$ cat config.mk
export PLATFORM = sky130hd
export DESIGN_NAME = lab4d_controller
export DESIGN_NICKNAME = d
export VERILOG_FILES = /design/src/common/lab4d_pkg.sv /design/src/hw/lab4d_controller.sv /design/src/hw/lab4d_regs.sv /design/src/lab4d_ramp/lab4d_wilkinson_ramp.sv /design/src/lab4d_serial/lab4d_serial_shifter.sv
export SDC_FILE = /design/constraint.sdc
export NUM_CORES = 1
export LEC_CHECK = 0
export ABC_AREA = 1
export BUFFER_PORTS_ARGS = -buffer_cell sky130_fd_sc_hd__buf_2
export CORE_UTILIZATION = 60
export DETAILED_ROUTE_END_ITERATION = 10
export HOLD_SLACK_MARGIN = 0.1
export PLACE_DENSITY_LB_ADDON = 0.1
export SYNTH_ARGS = -nofsm -noshare
export SYNTH_HDL_FRONTEND = slang
export SYNTH_SLANG_ARGS = --single-unit
$ cat constraint.sdc
create_clock -name clk_i -period 7.7 [get_ports clk_i]
set_input_delay 1.54 -clock clk_i [delete_from_list [all_inputs] [get_ports clk_i]]
set_output_delay 1.54 -clock clk_i [all_outputs]
set_load 0.01 [all_outputs]
$ cat src/common/lab4d_pkg.sv
package lab4d_pkg;

	//////////////////////////////////////////////////////////////////////
	// widths
	//////////////////////////////////////////////////////////////////////

	localparam int unsigned num_chips = 12;
	localparam int unsigned serial_width = 24;
	localparam int unsigned wb_dat_width = 32;
	localparam int unsigned wb_adr_width = 7;

	//////////////////////////////////////////////////////////////////////
	// register word indices with byte address index * 4
	//////////////////////////////////////////////////////////////////////

	localparam int unsigned reg_control = 0;
	localparam int unsigned reg_shift_prescale = 1;
	localparam int unsigned reg_ramp_delay = 3;
	localparam int unsigned reg_wclk_stop = 4;
	localparam int unsigned reg_serial = 6;

	// control word bit positions
	localparam int unsigned ctrl_runmode_bit = 1;
	localparam int unsigned ctrl_ramp_go_bit = 3;
	localparam int unsigned ctrl_ramp_busy_bit = 4;
	localparam int unsigned ctrl_regclr_lsb = 16;

	// serial word bit that is go on write and busy on read
	localparam int unsigned serial_go_bit = 31;

	//////////////////////////////////////////////////////////////////////
	// reset defaults
	//////////////////////////////////////////////////////////////////////

	localparam logic [7:0] shift_prescale_default = 8'd0;
	localparam logic [15:0] ramp_delay_default = 16'd0;
	localparam logic [15:0] wclk_stop_default = 16'd4096;

	// shifter sequence of 48 bit phases, a gap, PCLK and two idle phases
	localparam int unsigned shift_phase_width = 6;
	localparam int unsigned shift_bit_phases = 2 * serial_width;
	localparam int unsigned shift_pclk_phase = shift_bit_phases + 1;
	localparam int unsigned shift_last_phase = shift_bit_phases + 3;

	//////////////////////////////////////////////////////////////////////
	// structs
	//////////////////////////////////////////////////////////////////////

	// select 12..15 means all chips
	typedef struct packed {
		logic [3:0] sel;
		logic [serial_width-1:0] data;
	} serial_cmd_t;

	typedef struct packed {
		logic [15:0] stop_count;
		logic [15:0] delay;
	} ramp_cfg_t;

	typedef struct packed {
		logic [num_chips-1:0] sin;
		logic [num_chips-1:0] sclk;
		logic [num_chips-1:0] pclk;
	} lab4_serial_t;

endpackage
$ cat src/hw/lab4d_controller.sv
`timescale 1ns/1ps

module lab4d_controller (
	input  logic clk_i,
	input  logic rst_i,
	input  logic wb_cyc_i,
	input  logic wb_stb_i,
	input  logic wb_we_i,
	input  logic [lab4d_pkg::wb_dat_width/8-1:0] wb_sel_i,
	input  logic [lab4d_pkg::wb_adr_width-1:0] wb_adr_i,
	input  logic [lab4d_pkg::wb_dat_width-1:0] wb_dat_i,
	output logic [lab4d_pkg::wb_dat_width-1:0] wb_dat_o,
	output logic wb_ack_o,
	output logic wb_err_o,
	output logic wb_rty_o,
	output logic [lab4d_pkg::num_chips-1:0] regclr_o,
	output logic [lab4d_pkg::num_chips-1:0] ramp_o,
	output logic [lab4d_pkg::num_chips-1:0] wclk_p_o,
	output logic [lab4d_pkg::num_chips-1:0] wclk_n_o,
	output logic [lab4d_pkg::num_chips-1:0] sin_o,
	output logic [lab4d_pkg::num_chips-1:0] sclk_o,
	output logic [lab4d_pkg::num_chips-1:0] pclk_o
);

	lab4d_pkg::serial_cmd_t serial_cmd;
	lab4d_pkg::ramp_cfg_t ramp_cfg;
	lab4d_pkg::lab4_serial_t serial_pins;
	logic serial_go;
	logic serial_busy;
	logic ramp_go;
	logic ramp_busy;
	logic [7:0] shift_prescale;

	lab4d_regs u_regs (
		.clk_i(clk_i),
		.rst_i(rst_i),
		.wb_cyc_i(wb_cyc_i),
		.wb_stb_i(wb_stb_i),
		.wb_we_i(wb_we_i),
		.wb_sel_i(wb_sel_i),
		.wb_adr_i(wb_adr_i),
		.wb_dat_i(wb_dat_i),
		.wb_dat_o(wb_dat_o),
		.wb_ack_o(wb_ack_o),
		.wb_err_o(wb_err_o),
		.wb_rty_o(wb_rty_o),
		.serial_busy_i(serial_busy),
		.ramp_busy_i(ramp_busy),
		.serial_cmd_o(serial_cmd),
		.serial_go_o(serial_go),
		.shift_prescale_o(shift_prescale),
		.ramp_cfg_o(ramp_cfg),
		.ramp_go_o(ramp_go),
		.regclr_o(regclr_o)
	);

	lab4d_serial_shifter u_shifter (
		.clk_i(clk_i),
		.rst_i(rst_i),
		.go_i(serial_go),
		.cmd_i(serial_cmd),
		.prescale_i(shift_prescale),
		.busy_o(serial_busy),
		.pins_o(serial_pins)
	);

	lab4d_wilkinson_ramp u_ramp (
		.clk_i(clk_i),
		.rst_i(rst_i),
		.go_i(ramp_go),
		.cfg_i(ramp_cfg),
		.busy_o(ramp_busy),
		.ramp_o(ramp_o),
		.wclk_p_o(wclk_p_o),
		.wclk_n_o(wclk_n_o)
	);

	// chip serial buses out to the pins
	assign sin_o = serial_pins.sin;
	assign sclk_o = serial_pins.sclk;
	assign pclk_o = serial_pins.pclk;

endmodule

$ cat src/hw/lab4d_regs.sv
`timescale 1ns/1ps

module lab4d_regs (
	input  logic clk_i,
	input  logic rst_i,
	input  logic wb_cyc_i,
	input  logic wb_stb_i,
	input  logic wb_we_i,
	input  logic [lab4d_pkg::wb_dat_width/8-1:0] wb_sel_i,
	input  logic [lab4d_pkg::wb_adr_width-1:0] wb_adr_i,
	input  logic [lab4d_pkg::wb_dat_width-1:0] wb_dat_i,
	output logic [lab4d_pkg::wb_dat_width-1:0] wb_dat_o,
	output logic wb_ack_o,
	output logic wb_err_o,
	output logic wb_rty_o,
	input  logic serial_busy_i,
	input  logic ramp_busy_i,
	output lab4d_pkg::serial_cmd_t serial_cmd_o,
	output logic serial_go_o,
	output logic [7:0] shift_prescale_o,
	output lab4d_pkg::ramp_cfg_t ramp_cfg_o,
	output logic ramp_go_o,
	output logic [lab4d_pkg::num_chips-1:0] regclr_o
);

	logic ack_q;
	logic wr_en;
	logic [lab4d_pkg::wb_adr_width-3:0] word_idx;
	logic [lab4d_pkg::wb_dat_width-1:0] byte_mask;
	logic [lab4d_pkg::wb_dat_width-1:0] wr_word;
	logic [lab4d_pkg::wb_dat_width-1:0] rd_word;

	logic runmode_req;
	logic [lab4d_pkg::num_chips-1:0] regclear;
	logic [7:0] shift_prescale;
	logic [15:0] ramp_delay;
	logic [15:0] wclk_stop;
	lab4d_pkg::serial_cmd_t serial_cmd;
	logic serial_go_q;
	logic ramp_go_q;

	//////////////////////////////////////////////////////////////////////
	// bus decode
	//////////////////////////////////////////////////////////////////////

	assign word_idx = wb_adr_i[lab4d_pkg::wb_adr_width-1:2];

	// one ack per request and the write lands on the ack edge
	assign wr_en = wb_cyc_i && wb_stb_i && wb_we_i && !ack_q;

	always_comb begin
		for (int i = 0; i < lab4d_pkg::wb_dat_width / 8; i++) begin
			byte_mask[i*8 +: 8] = {8{wb_sel_i[i]}};
		end
	end

	// unselected byte lanes keep their old contents
	assign wr_word = (rd_word & ~byte_mask) | (wb_dat_i & byte_mask);

	always_ff @(posedge clk_i) begin
		if (rst_i) begin
			ack_q <= 1'b0;
			serial_go_q <= 1'b0;
			ramp_go_q <= 1'b0;
			runmode_req <= 1'b0;
			regclear <= '0;
			shift_prescale <= lab4d_pkg::shift_prescale_default;
			ramp_delay <= lab4d_pkg::ramp_delay_default;
			wclk_stop <= lab4d_pkg::wclk_stop_default;
			serial_cmd <= '0;
		end else begin
			ack_q <= wb_cyc_i && wb_stb_i && !ack_q;
			serial_go_q <= 1'b0;
			ramp_go_q <= 1'b0;
			if (wr_en) begin
				case (word_idx)
					lab4d_pkg::reg_control: begin
						runmode_req <= wr_word[lab4d_pkg::ctrl_runmode_bit];
						regclear <= wr_word[lab4d_pkg::ctrl_regclr_lsb +: lab4d_pkg::num_chips];
						// ramp start is a write-one strobe
						ramp_go_q <= wb_dat_i[lab4d_pkg::ctrl_ramp_go_bit] && wb_sel_i[0];
					end
					lab4d_pkg::reg_shift_prescale: shift_prescale <= wr_word[7:0];
					lab4d_pkg::reg_ramp_delay: ramp_delay <= wr_word[15:0];
					lab4d_pkg::reg_wclk_stop: wclk_stop <= wr_word[15:0];
					lab4d_pkg::reg_serial: begin
						serial_cmd <= wr_word[$bits(serial_cmd)-1:0];
						serial_go_q <= wb_dat_i[lab4d_pkg::serial_go_bit] && wb_sel_i[3];
					end
					default: ;
				endcase
			end
		end
	end

	//////////////////////////////////////////////////////////////////////
	// readback
	//////////////////////////////////////////////////////////////////////

	always_comb begin
		rd_word = '0;
		case (word_idx)
			lab4d_pkg::reg_control: begin
				rd_word[lab4d_pkg::ctrl_runmode_bit] = runmode_req;
				rd_word[lab4d_pkg::ctrl_ramp_busy_bit] = ramp_busy_i;
				rd_word[lab4d_pkg::ctrl_regclr_lsb +: lab4d_pkg::num_chips] = regclear;
			end
			lab4d_pkg::reg_shift_prescale: rd_word[7:0] = shift_prescale;
			lab4d_pkg::reg_ramp_delay: rd_word[15:0] = ramp_delay;
			lab4d_pkg::reg_wclk_stop: rd_word[15:0] = wclk_stop;
			lab4d_pkg::reg_serial: begin
				rd_word[$bits(serial_cmd)-1:0] = serial_cmd;
				rd_word[lab4d_pkg::serial_go_bit] = serial_busy_i;
			end
			default: ;
		endcase
	end

	assign wb_dat_o = rd_word;
	assign wb_ack_o = ack_q;
	assign wb_err_o = 1'b0;
	assign wb_rty_o = 1'b0;

	assign serial_cmd_o = serial_cmd;
	assign serial_go_o = serial_go_q;
	assign shift_prescale_o = shift_prescale;
	assign ramp_cfg_o.delay = ramp_delay;
	assign ramp_cfg_o.stop_count = wclk_stop;
	assign ramp_go_o = ramp_go_q;
	assign regclr_o = regclear;

endmodule

$ cat src/lab4d_ramp/lab4d_wilkinson_ramp.sv
`timescale 1ns/1ps

module lab4d_wilkinson_ramp (
	input  logic clk_i,
	input  logic rst_i,
	input  logic go_i,
	input  lab4d_pkg::ramp_cfg_t cfg_i,
	output logic busy_o,
	output logic [lab4d_pkg::num_chips-1:0] ramp_o,
	output logic [lab4d_pkg::num_chips-1:0] wclk_p_o,
	output logic [lab4d_pkg::num_chips-1:0] wclk_n_o
);

	typedef enum logic [1:0] {
		st_idle,
		st_delay,
		st_count,
		st_done
	} ramp_state_t;

	ramp_state_t state;
	lab4d_pkg::ramp_cfg_t cfg_q;
	logic [15:0] cnt;
	logic wclk_q;

	always_ff @(posedge clk_i) begin
		if (rst_i) begin
			state <= st_idle;
			cnt <= '0;
			wclk_q <= 1'b0;
		end else begin
			case (state)
				st_idle: begin
					cnt <= '0;
					wclk_q <= 1'b0;
					if (go_i) begin
						if (cfg_i.delay != '0) state <= st_delay;
						else if (cfg_i.stop_count != '0) state <= st_count;
						else state <= st_done;
					end
				end
				st_delay: begin
					if (cnt == cfg_q.delay - 1'b1) begin
						cnt <= '0;
						state <= (cfg_q.stop_count != '0) ? st_count : st_done;
					end else begin
						cnt <= cnt + 1'b1;
					end
				end
				st_count: begin
					// cnt holds the rising edges so far
					if (wclk_q && cnt == cfg_q.stop_count) begin
						wclk_q <= 1'b0;
						state <= st_done;
					end else begin
						wclk_q <= ~wclk_q;
						if (!wclk_q) cnt <= cnt + 1'b1;
					end
				end
				default: state <= st_idle;
			endcase
		end
	end

	always_ff @(posedge clk_i) begin
		if (state == st_idle && go_i) cfg_q <= cfg_i;
	end

	assign busy_o = state != st_idle;
	assign ramp_o = {lab4d_pkg::num_chips{state == st_delay || state == st_count}};
	assign wclk_p_o = {lab4d_pkg::num_chips{wclk_q}};
	assign wclk_n_o = {lab4d_pkg::num_chips{state == st_count && !wclk_q}};

endmodule

$ cat src/lab4d_serial/lab4d_serial_shifter.sv
`timescale 1ns/1ps

module lab4d_serial_shifter (
	input  logic clk_i,
	input  logic rst_i,
	input  logic go_i,
	input  lab4d_pkg::serial_cmd_t cmd_i,
	input  logic [7:0] prescale_i,
	output logic busy_o,
	output lab4d_pkg::lab4_serial_t pins_o
);

	logic busy_q;
	logic [7:0] pre_cnt;
	logic [7:0] prescale_q;
	logic [lab4d_pkg::shift_phase_width-1:0] phase;
	logic [lab4d_pkg::serial_width-1:0] shreg;
	logic [3:0] sel_q;
	logic phase_end;
	logic in_bits;
	logic sin_bit;
	logic sclk_bit;
	logic pclk_bit;
	logic [lab4d_pkg::num_chips-1:0] chip_mask;

	// each phase lasts prescale+1 cycles
	assign phase_end = busy_q && (pre_cnt == prescale_q);
	assign in_bits = phase < lab4d_pkg::shift_bit_phases;

	always_ff @(posedge clk_i) begin
		if (rst_i) begin
			busy_q <= 1'b0;
			pre_cnt <= '0;
			phase <= '0;
		end else if (!busy_q) begin
			if (go_i) begin
				busy_q <= 1'b1;
				pre_cnt <= '0;
				phase <= '0;
			end
		end else if (phase_end) begin
			pre_cnt <= '0;
			if (phase == lab4d_pkg::shift_last_phase) begin
				busy_q <= 1'b0;
			end else begin
				phase <= phase + 1'b1;
			end
		end else begin
			pre_cnt <= pre_cnt + 1'b1;
		end
	end

	// word and select held for the whole load
	always_ff @(posedge clk_i) begin
		if (!busy_q && go_i) begin
			shreg <= cmd_i.data;
			sel_q <= cmd_i.sel;
			prescale_q <= prescale_i;
		end else if (phase_end && in_bits && phase[0]) begin
			// next bit after the high phase
			shreg <= {shreg[lab4d_pkg::serial_width-2:0], 1'b0};
		end
	end

	//////////////////////////////////////////////////////////////////////
	// line decode and chip gating
	//////////////////////////////////////////////////////////////////////

	assign sin_bit = busy_q && in_bits && shreg[lab4d_pkg::serial_width-1];
	assign sclk_bit = busy_q && in_bits && phase[0];
	assign pclk_bit = busy_q && (phase == lab4d_pkg::shift_pclk_phase);

	always_comb begin
		chip_mask = '0;
		if (sel_q >= lab4d_pkg::num_chips) begin
			chip_mask = '1;
		end else begin
			chip_mask[sel_q] = 1'b1;
		end
	end

	assign pins_o.sin = chip_mask & {lab4d_pkg::num_chips{sin_bit}};
	assign pins_o.sclk = chip_mask & {lab4d_pkg::num_chips{sclk_bit}};
	assign pins_o.pclk = chip_mask & {lab4d_pkg::num_chips{pclk_bit}};
	assign busy_o = busy_q;

endmodule

==> flow_summary.toml, run 1 <==
[power]
ir_worst_vdd_mv = 0.1951
powerDensity_mw_per_mm2 = 200.0
p_leak_nw = 4.843

[floorplanning]
fp.dieArea_mm2 = 0.01674
core_area_mm2 = 0.01589
ios = 167
die_w_um = 129.4
row_count = 46
die_h_um = 129.4
start_util = 0.6129

[global_routing]
grt_start_max_net_pins = 60
grt_pass1_vias = 7349
grt_use_total = 0.2777
overflow = 0
grt_first_pass_wirelength_um = 36100
antenna_found_initial = 0

[logic_synthesis]
ys_types = 51
avgSynthCellArea_um2 = 7.870
syn_inst = 1237
synth_seq_cells = 186
ys_warn_count = 0
synth_area_mm2 = 0.009736
synth_seq_area_share = 0.4524
async_flop_share = 0
synth_top_flop_cell = "dfxtp_1"
synth-edff-count = 68

[layout]
diodes = 0
fin_nets = 1388
drive_gt1_frac = 0.1815
n_fill_cell = 1353
stdcell_count = 1560
area_growth_pct = 11.49
fin_util = 0.6833

[critical_path]
cpPeakStageDelay_ps = 620
arrival_ps = 3250
crit_buf_inv = 3
required_ps = 6160
crit_family = "simple AND/OR/NAND/NOR gates"
crit_path_frequent_cell = "buf_2"
startpoint_type = "input port"
crit_fanout = 16
cpMaxStageDelayCell = "nor2_2"
critPathKind = "input port to primary output"
critical_path.endpoint_type = "primary output"
crit_chain = "buf_2 > nor2_1 > nand3b_1 > nor2_2 > inv_1 > o221ai_1 > buf_2"

[cts]
cts-buffers-inserted = 17
clock_latency_ps = 440
cts-resized-gates = 0
clk_pin_slew_worst_paths_ps = 70
cts_tree = "yes"
clkSinkCount = 186
clockBufferDepth = 2
postCtsSetupBuffers = 0
clock_tree.root_cell = "clkbuf_16"
hold_buffers = 0
htreeDepth = 4

[routing]
vias = 8473
firstDrtPassIters = 5
drt-initial-drc-count = 584
vias_per_cell = 5.431
ant_nets = 0
wl_um = 22590
wl_per_cell_um = 14.48
post-route-drc-count = 0

[sta]
slew_violations = 0
skew_ps = 12.10
hold_violations = 0
period_share = 0.6215
worst_pin_slew_ps = 1103
tns_ps = 0
rsz0062_at_grt = "no"
slew_headroom = 0.2638
setup_violations = 0
period_needed_ps = 4786
max_freq_mhz = 209.0
fin_ws_ps = 2914

[placement]
io_buffers = 156
placedCellCount = 1528
finalWeightedCongestion = 0.8741
dpl.hpwl_um = 16210
preCtsSetupSlack_ps = 2934

[run]
drv_cap = 0

[hold_path]
hp-class = "flip-flop to flip-flop"

[status]
status = "complete, no violations"
[cells in the mapped netlist (6+ instances only)]
cell type	count	area share
nand3_1	33	0.017
nor3_1	6	0.0031
o221ai_1	8	0.0072
nor2_1	118	0.045
dfxtp_1	118	0.24
nand4_1	14	0.0090
edfxtp_1	68	0.21
buf_2	9	0.0046
nand3b_1	9	0.0069
mux2i_1	16	0.016
nand2_1	225	0.087
clkbuf_1	31	0.012
a21oi_1	105	0.054
xor2_1	21	0.019
xnor2_1	15	0.013
o21ai_1	9	0.0046
a21oi_2	10	0.0090
nor2_2	9	0.0058
ha_1	9	0.012
inv_1	149	0.057
nor4_1	9	0.0058
nand2_2	12	0.0077
buf_4	40	0.031
o21ai_0	134	0.069
[path summary, 6_finish.rpt]
path	from	to	slack [ps]	cells past startpoint
setup / recovery	wb_adr_i[2]	wb_dat_o[12]	2910	7
hold / removal	u_regs.ramp_delay[3]	u_ramp.cfg_q[3]	430	0
setup reg to reg	u_ramp.cfg_q[0]	u_ramp.cnt[2]	5380	15
hold reg to reg	u_regs.ramp_delay[3]	u_ramp.cfg_q[3]	430	0
[power breakdown]
part | internal, mW | switching, mW | total (mW)
registers | 1.02 | 0.00998 | 1.03
logic | 0.0978 | 0.192 | 0.289
clock network | 0.456 | 0.398 | 0.854
total | 1.57 | 0.599 | 2.17
[final cells by class]
cell class              instances  area (µm²)  share of cell area
flip-flops and latches        186        4404              0.4058
well taps                     216       270.3             0.02490
multi-input cells             809        4200              0.3870
repair buffers                163       833.3             0.07677
inverters                     154       578.1             0.05326
clock inverters                12       131.4             0.01210
clock buffers                  20       436.7             0.04023
[registers in the layout (all words and copies together) (netlist names), 2 cells and up]
| name | count |
|---|---|
| u_regs.wclk_stop | 16 |
| u_regs.serial_cmd_o | 28 |
| u_regs.shift_prescale_o | 8 |
| u_ramp.cnt | 16 |
| u_shifter.phase | 6 |
| u_regs.regclr_o | 12 |
| u_shifter.sel_q | 4 |
| u_ramp.cfg_q | 32 |
| u_shifter.pre_cnt | 8 |
| u_regs.ramp_delay | 16 |
| u_shifter.prescale_q | 8 |
| u_ramp.state | 2 |
| u_shifter.shreg | 24 |
[layout by cell type, fill, tap and decap left out, types with 5 or more instances in the layout]
cell       netlist  routed
xnor2_1         15      15
nand3_1         33      33
edfxtp_1        68      68
nand3b_1         9       9
clkbuf_16        0      17
buf_4           40       7
a21oi_1        105     105
o21ai_0        134     133
nor2_1         118     118
conb_1           1       5
inv_1          149     149
nor4_1           9       9
nor3_1           6       6
a21oi_2         10      10
inv_2            5       5
buf_2            9     156
or2_2            5       5
nor2_2           9       9
nand4_1         14      14
nand2_2         12      12
ha_1             9       9
nand2_1        225     225
dfxtp_1        118     118
mux2i_1         16      16
o21ai_1          9       9
o221ai_1         8       8
xor2_1          21      21
[worst register-to-register path, delay by kind of cell (launching register included)]
family	cells	cell delay (ps)
fa+ha+maj	1	230
buf+inv	1	150
simple gates	12	1280
flops	1	450
compound gates	1	60
[stage by stage]
step / instance area (µm²) / hold WS (ps) / power (mW)
after detailed placement: 10290 / 416.4 / 1.338
after global routing: 10850 / 446.1 / 2.260
after CTS: 10850 / 432.7 / 2.182
after floorplan: 9751 / 408.2 / 1.334
final: 10850 / 434.0 / 2.171
after global placement: 10290 / 414.0 / 1.333
[routing by layer]
layer / routed length, µm / GRT usage / share of wire
met3: 1296 / 0.04418 / 0.057
met5: 0 / 0 / 0
met2: 10260 / 0.4292 / 0.45
met4: 488 / 0.1142 / 0.022
met1: 10550 / 0.3892 / 0.47
[logic make-up after synthesis]
group	count (synthesis)	synth area share
DFF	186	0.4524
and+or+nand+nor	457	0.2079
buffers and inverters	246	0.1181
muxes	16	0.01645
adders and majority gates	9	0.01157
AOI/OAI and AO/OA	286	0.1608
xor gates and xnor gates	36	0.03239
other	1	0.0003852
(Power assumes the default switching activity.)
==> run 2: changes to the inputs <==
CORE_UTILIZATION = 51   (was 60)
clock period = 4.3 ns   (was 7.7 ns; I/O delays follow)
==> run 2 against run 1 <==
Critical path type unchanged. Critical path depth did not move. Routed wire length rose by 2.8%. First-iteration DRC count fell by 1.2%. Global-route usage fell by 3.4 points. Worst setup slack got worse by 2000 ps.
==> flow_summary.toml, run 2 (synthesis gave the netlist of run 1 again) <==
[floorplanning]
start_util = 0.5205
die_w_um = 140.2
row_count = 50
fp.dieArea_mm2 = 0.01965
die_h_um = 140.2
ios = 167
core_area_mm2 = 0.01871

[sta]
max_freq_mhz = 298.9
slew_violations = 0
skew_ps = 21.23
setup_violations = 0
fin_ws_ps = 954.2
hold_violations = 0
worst_pin_slew_ps = 1099
whs_ps = 434.7
slew_headroom = 0.2663
tns_ps = 0
period_needed_ps = 3346
period_share = 0.7781
rsz0062_at_grt = "no"

[cts]
cts-buffers-inserted = 17
clock_tree.root_cell = "clkbuf_16"
hold_buffers = 0
postCtsSetupBuffers = 0
clkSinkCount = 186
clock_latency_ps = 440
clockBufferDepth = 2
cts_tree = "yes"
htreeDepth = 4
clk_pin_slew_worst_paths_ps = 70
cts-resized-gates = 0

[global_routing]
grt_start_max_net_pins = 62
grt_first_pass_wirelength_um = 37940
grt_use_total = 0.2439
grt_pass1_vias = 7413
antenna_found_initial = 0
overflow = 0

[layout]
stdcell_count = 1581
area_growth_pct = 12.49
layout_commonest_cell = "nand2_1"
n_fill_cell = 1760
drive_gt1_frac = 0.1863
final_cell_mix = "nand2_1, buf_2, inv_1, o21ai_0"
fin_util = 0.5855
largest_reg_flops = 32
diodes = 0
finish.instance_area_mm2 = 0.01095
top_register = "u_ramp.cfg_q"
fin_nets = 1391

[critical_path]
path_depth = 7
cpMaxStageDelayCell = "nand3_1"
critical_path.endpoint_type = "primary output"
crit_path_frequent_cell = "buf_2"
critPathKind = "input port to primary output"
startpoint = "wb_adr_i[5]"
setup.worst_path.end = "wb_dat_o[1]"
worstRegToRegCells = 15
crit_fanout = 17
rr_endpoint = "u_ramp.cnt[4]"
crit_chain = "buf_2 > nor2_1 > nand3_1 > o21ai_0 > a21oi_1 > o211ai_2 > buf_2"
cpPeakStageDelay_ps = 520
required_ps = 3440
crit_buf_inv = 2
rrSetupSlack_ps = 1930
worstReg2RegStart = "u_ramp.cfg_q[0]"
arrival_ps = 2490
startpoint_type = "input port"
crit_family = "simple AND/OR/NAND/NOR gates"

[run]
drv_cap = 0

[placement]
dpl-instance-area_mm2 = 0.01033
io_buffers = 156
preCtsSetupSlack_ps = 967.0
finalWeightedCongestion = 0.8802
dpl.hpwl_um = 16700
placedCellCount = 1549

[hold_path]
hp-class = "flip-flop to flip-flop"

[routing]
wl_um = 23220
vias_per_cell = 5.257
wl_per_cell_um = 14.68
ant_nets = 0
drt-initial-drc-count = 577
firstDrtPassIters = 5
vias = 8312
post-route-drc-count = 0

[power]
ir_worst_vdd_mv = 0.3061
totalPowerFinal_mw = 3.980
powerDensity_mw_per_mm2 = 363.4
p_leak_nw = 4.883

[status]
status = "complete, no violations"
## run 2: cell types whose count changed in the layout (fill, tap and decap cells not counted), sizes merged
cell / change
buf: +3
clkbuf: -3
clkinv: +3
## run 2: worst min-delay path by stage
stage	start	endpoint	slack, ps	cells after the start
2_1_floorplan	u_regs.ramp_delay[10]	u_ramp.cfg_q[10]	410	0
3_3_place_gp	u_regs.ramp_delay[11]	u_ramp.cfg_q[11]	420	0
3_5_place_dp	u_regs.ramp_delay[3]	u_ramp.cfg_q[3]	420	0
4_1_cts	u_regs.ramp_delay[3]	u_ramp.cfg_q[3]	430	0
5_1_grt	u_regs.ramp_delay[3]	u_ramp.cfg_q[3]	450	0
6_report	u_regs.ramp_delay[3]	u_ramp.cfg_q[3]	430	0
## run 2: cell type report
| type | count | area (µm²) | share of cell area |
|---|---|---|---|
| sequential | 186 | 4404 | 0.4021 |
| multi-input combinational | 809 | 4200 | 0.3835 |
| timing repair buffer | 166 | 855.8 | 0.07814 |
| inverter | 154 | 578.1 | 0.05278 |
| clock buffer | 17 | 425.4 | 0.03884 |
| tap | 234 | 292.8 | 0.02673 |
| clock inverter | 15 | 195.2 | 0.01782 |
## run 2: power breakdown
| part | switching, mW | leakage (nW) | total (mW) | internal (mW) |
|---|---|---|---|---|
| Sequential | 0.0186 | 1.59 | 1.84 | 1.82 |
| Clock | 0.778 | 0.294 | 1.62 | 0.843 |
| Combinational | 0.343 | 3.00 | 0.519 | 0.176 |
| Total | 1.14 | 4.88 | 3.98 | 2.84 |
## run 2: layer usage
metal	vias up	GRT usage	share of wire
li1	4217	-	-
met1	3832	0.3479	0.49
met2	243	0.3847	0.45
met3	20	0.04068	0.049
met4	0	0.06073	0.011
met5	-	0	0
==> run 3: changes to the inputs <==
CORE_UTILIZATION = 57   (was 51)
clock period = 3.28 ns   (was 4.3 ns; I/O delays follow)
==> run 3 against run 2 <==
Routed wire length is 3.6% lower. Global-route usage is 1.9 points higher. Power is 29% higher. Count of clock-buffer cells in the layout stayed put. Critical path depth is 1 higher. Hold slack better by 8.2 ps. Combinational power is 30% higher. Design area hardly changed. Clock power is 26% higher. Cell count is 0.51% lower. Sequential cell count stayed put. Die area is 10% lower. Critical path type unchanged. Critical endpoint is now wb_dat_o[12].
==> flow_summary.toml, run 3 (synthesis gave the netlist of run 1 again) <==
[critical_path]
critical_path.endpoint_type = "primary output"
critPathKind = "input port to primary output"
startpoint_type = "input port"
required_ps = 2620
crit_fanout = 16
crit_path_frequent_cell = "buf_2"
cpMaxStageDelayCell = "buf_4"
crit_buf_inv = 4
cpPeakStageDelay_ps = 240
crit_family = "buffers and inverters"
crit_chain = "buf_2 > nor2_1 > nand3b_1 > nor2_2 > buf_4 > inv_1 > o221ai_1 > buf_2"
arrival_ps = 1980

[layout]
top_register = "u_ramp.cfg_q"
fin_nets = 1397
fin_util = 0.6580
diodes = 0
largest_reg_flops = 32
drive_gt1_frac = 0.1892
seq_area_mm2 = 0.004404
n_fill_cell = 1452
area_growth_pct = 12.48
multi_input_area_mm2 = 0.004200
layout_commonest_cell = "nand2_1"
final_cell_mix = "nand2_1, buf_2, inv_1, o21ai_0"

[power]
totalPowerFinal_mw = 5.130
ir_worst_vdd_mv = 0.5294
p_leak_nw = 4.903
powerDensity_mw_per_mm2 = 468.5

[cts]
cts-buffers-inserted = 17
postCtsSetupBuffers = 0
clk_pin_slew_worst_paths_ps = 70
htreeDepth = 4
cts_tree = "yes"
clock_latency_ps = 440
cts-resized-gates = 0
hold_buffers = 0
clkSinkCount = 186
clockBufferDepth = 2
clock_tree.root_cell = "clkbuf_16"

[sta]
slew_headroom = 0.5622
tns_ps = 0
skew_ps = 12.69
setup_violations = 0
worst_pin_slew_ps = 656.7
period_needed_ps = 2633
hold_violations = 0
max_freq_mhz = 379.9
rsz0062_at_grt = "no"
slew_violations = 0
period_share = 0.8026

[global_routing]
grt.met2_usage = 0.4137
grt_use_total = 0.2625
grt_start_max_net_pins = 62
overflow = 0
grt_util_met3 = 0.04904
gr-usage-met1 = 0.3634
grt_first_pass_wirelength_um = 36810
grt_busiest_layer = "met2"
antenna_found_initial = 0
grt_pass1_vias = 7424

[routing]
post-route-drc-count = 0
firstDrtPassIters = 5
ant_nets = 0
vias_per_cell = 5.318
drt-initial-drc-count = 518
wl_per_cell_um = 14.23
wl_um = 22380
vias = 8366

[placement]
finalWeightedCongestion = 0.8759
dpl.hpwl_um = 16380
io_buffers = 156

[floorplanning]
core_area_mm2 = 0.01664
die_w_um = 132.7
fp.dieArea_mm2 = 0.01761
row_count = 47
die_h_um = 132.7
start_util = 0.5850
ios = 167

[hold_path]
hp-class = "flip-flop to flip-flop"

[run]
drv_cap = 0

[status]
status = "complete, no violations"
==> run 3: stage by stage <==
step | cell area, µm² | hold WS [ps] | setup slack [ps] | instances
finish | 10950 | 442.9 | 647.4 | 1573
global route | 10950 | 451.7 | 466.6 | 1573
CTS | 10950 | 430.2 | 636.2 | 1573
detailed placement | 10360 | 430.1 | 646.3 | 1541
global placement | 10360 | 415.7 | 687.1 | 1541
floorplan | 9751 | 408.2 | 262.7 | 1241
==> run 3: area by class of cell <==
class,count,area share
clock buffers,17,0.03885
clock inverters,15,0.01520
inverters,154,0.05279
multi-input cells,809,0.3836
flip-flops and latches,186,0.4022
well taps,220,0.02514
repair buffers,172,0.08227
==> run 3: power breakdown <==
group          switching, mW  leakage [nW]  total (mW)  internal, mW
registers             0.0245          1.59        2.41          2.39
clock network           1.01         0.283        2.04          1.03
logic                  0.445          3.03       0.676         0.230
total                   1.48          4.90        5.13          3.65
==> run 3: final timing paths <==
check	startpoint	endpoint	slack [ps]	cells past startpoint
max reg2reg	u_ramp.cfg_q[0]	u_ramp.cnt[5]	960	15
min	u_regs.ramp_delay[9]	u_ramp.cfg_q[9]	440	0
min reg2reg	u_regs.ramp_delay[9]	u_ramp.cfg_q[9]	440	0
max	wb_adr_i[2]	wb_dat_o[12]	650	8
==> run 3: layer usage <==
layer,share of wire,vias to the layer above
met5,0,-
met4,0.015,0
met3,0.063,31
met2,0.46,275
met1,0.46,3830
li1,-,4230
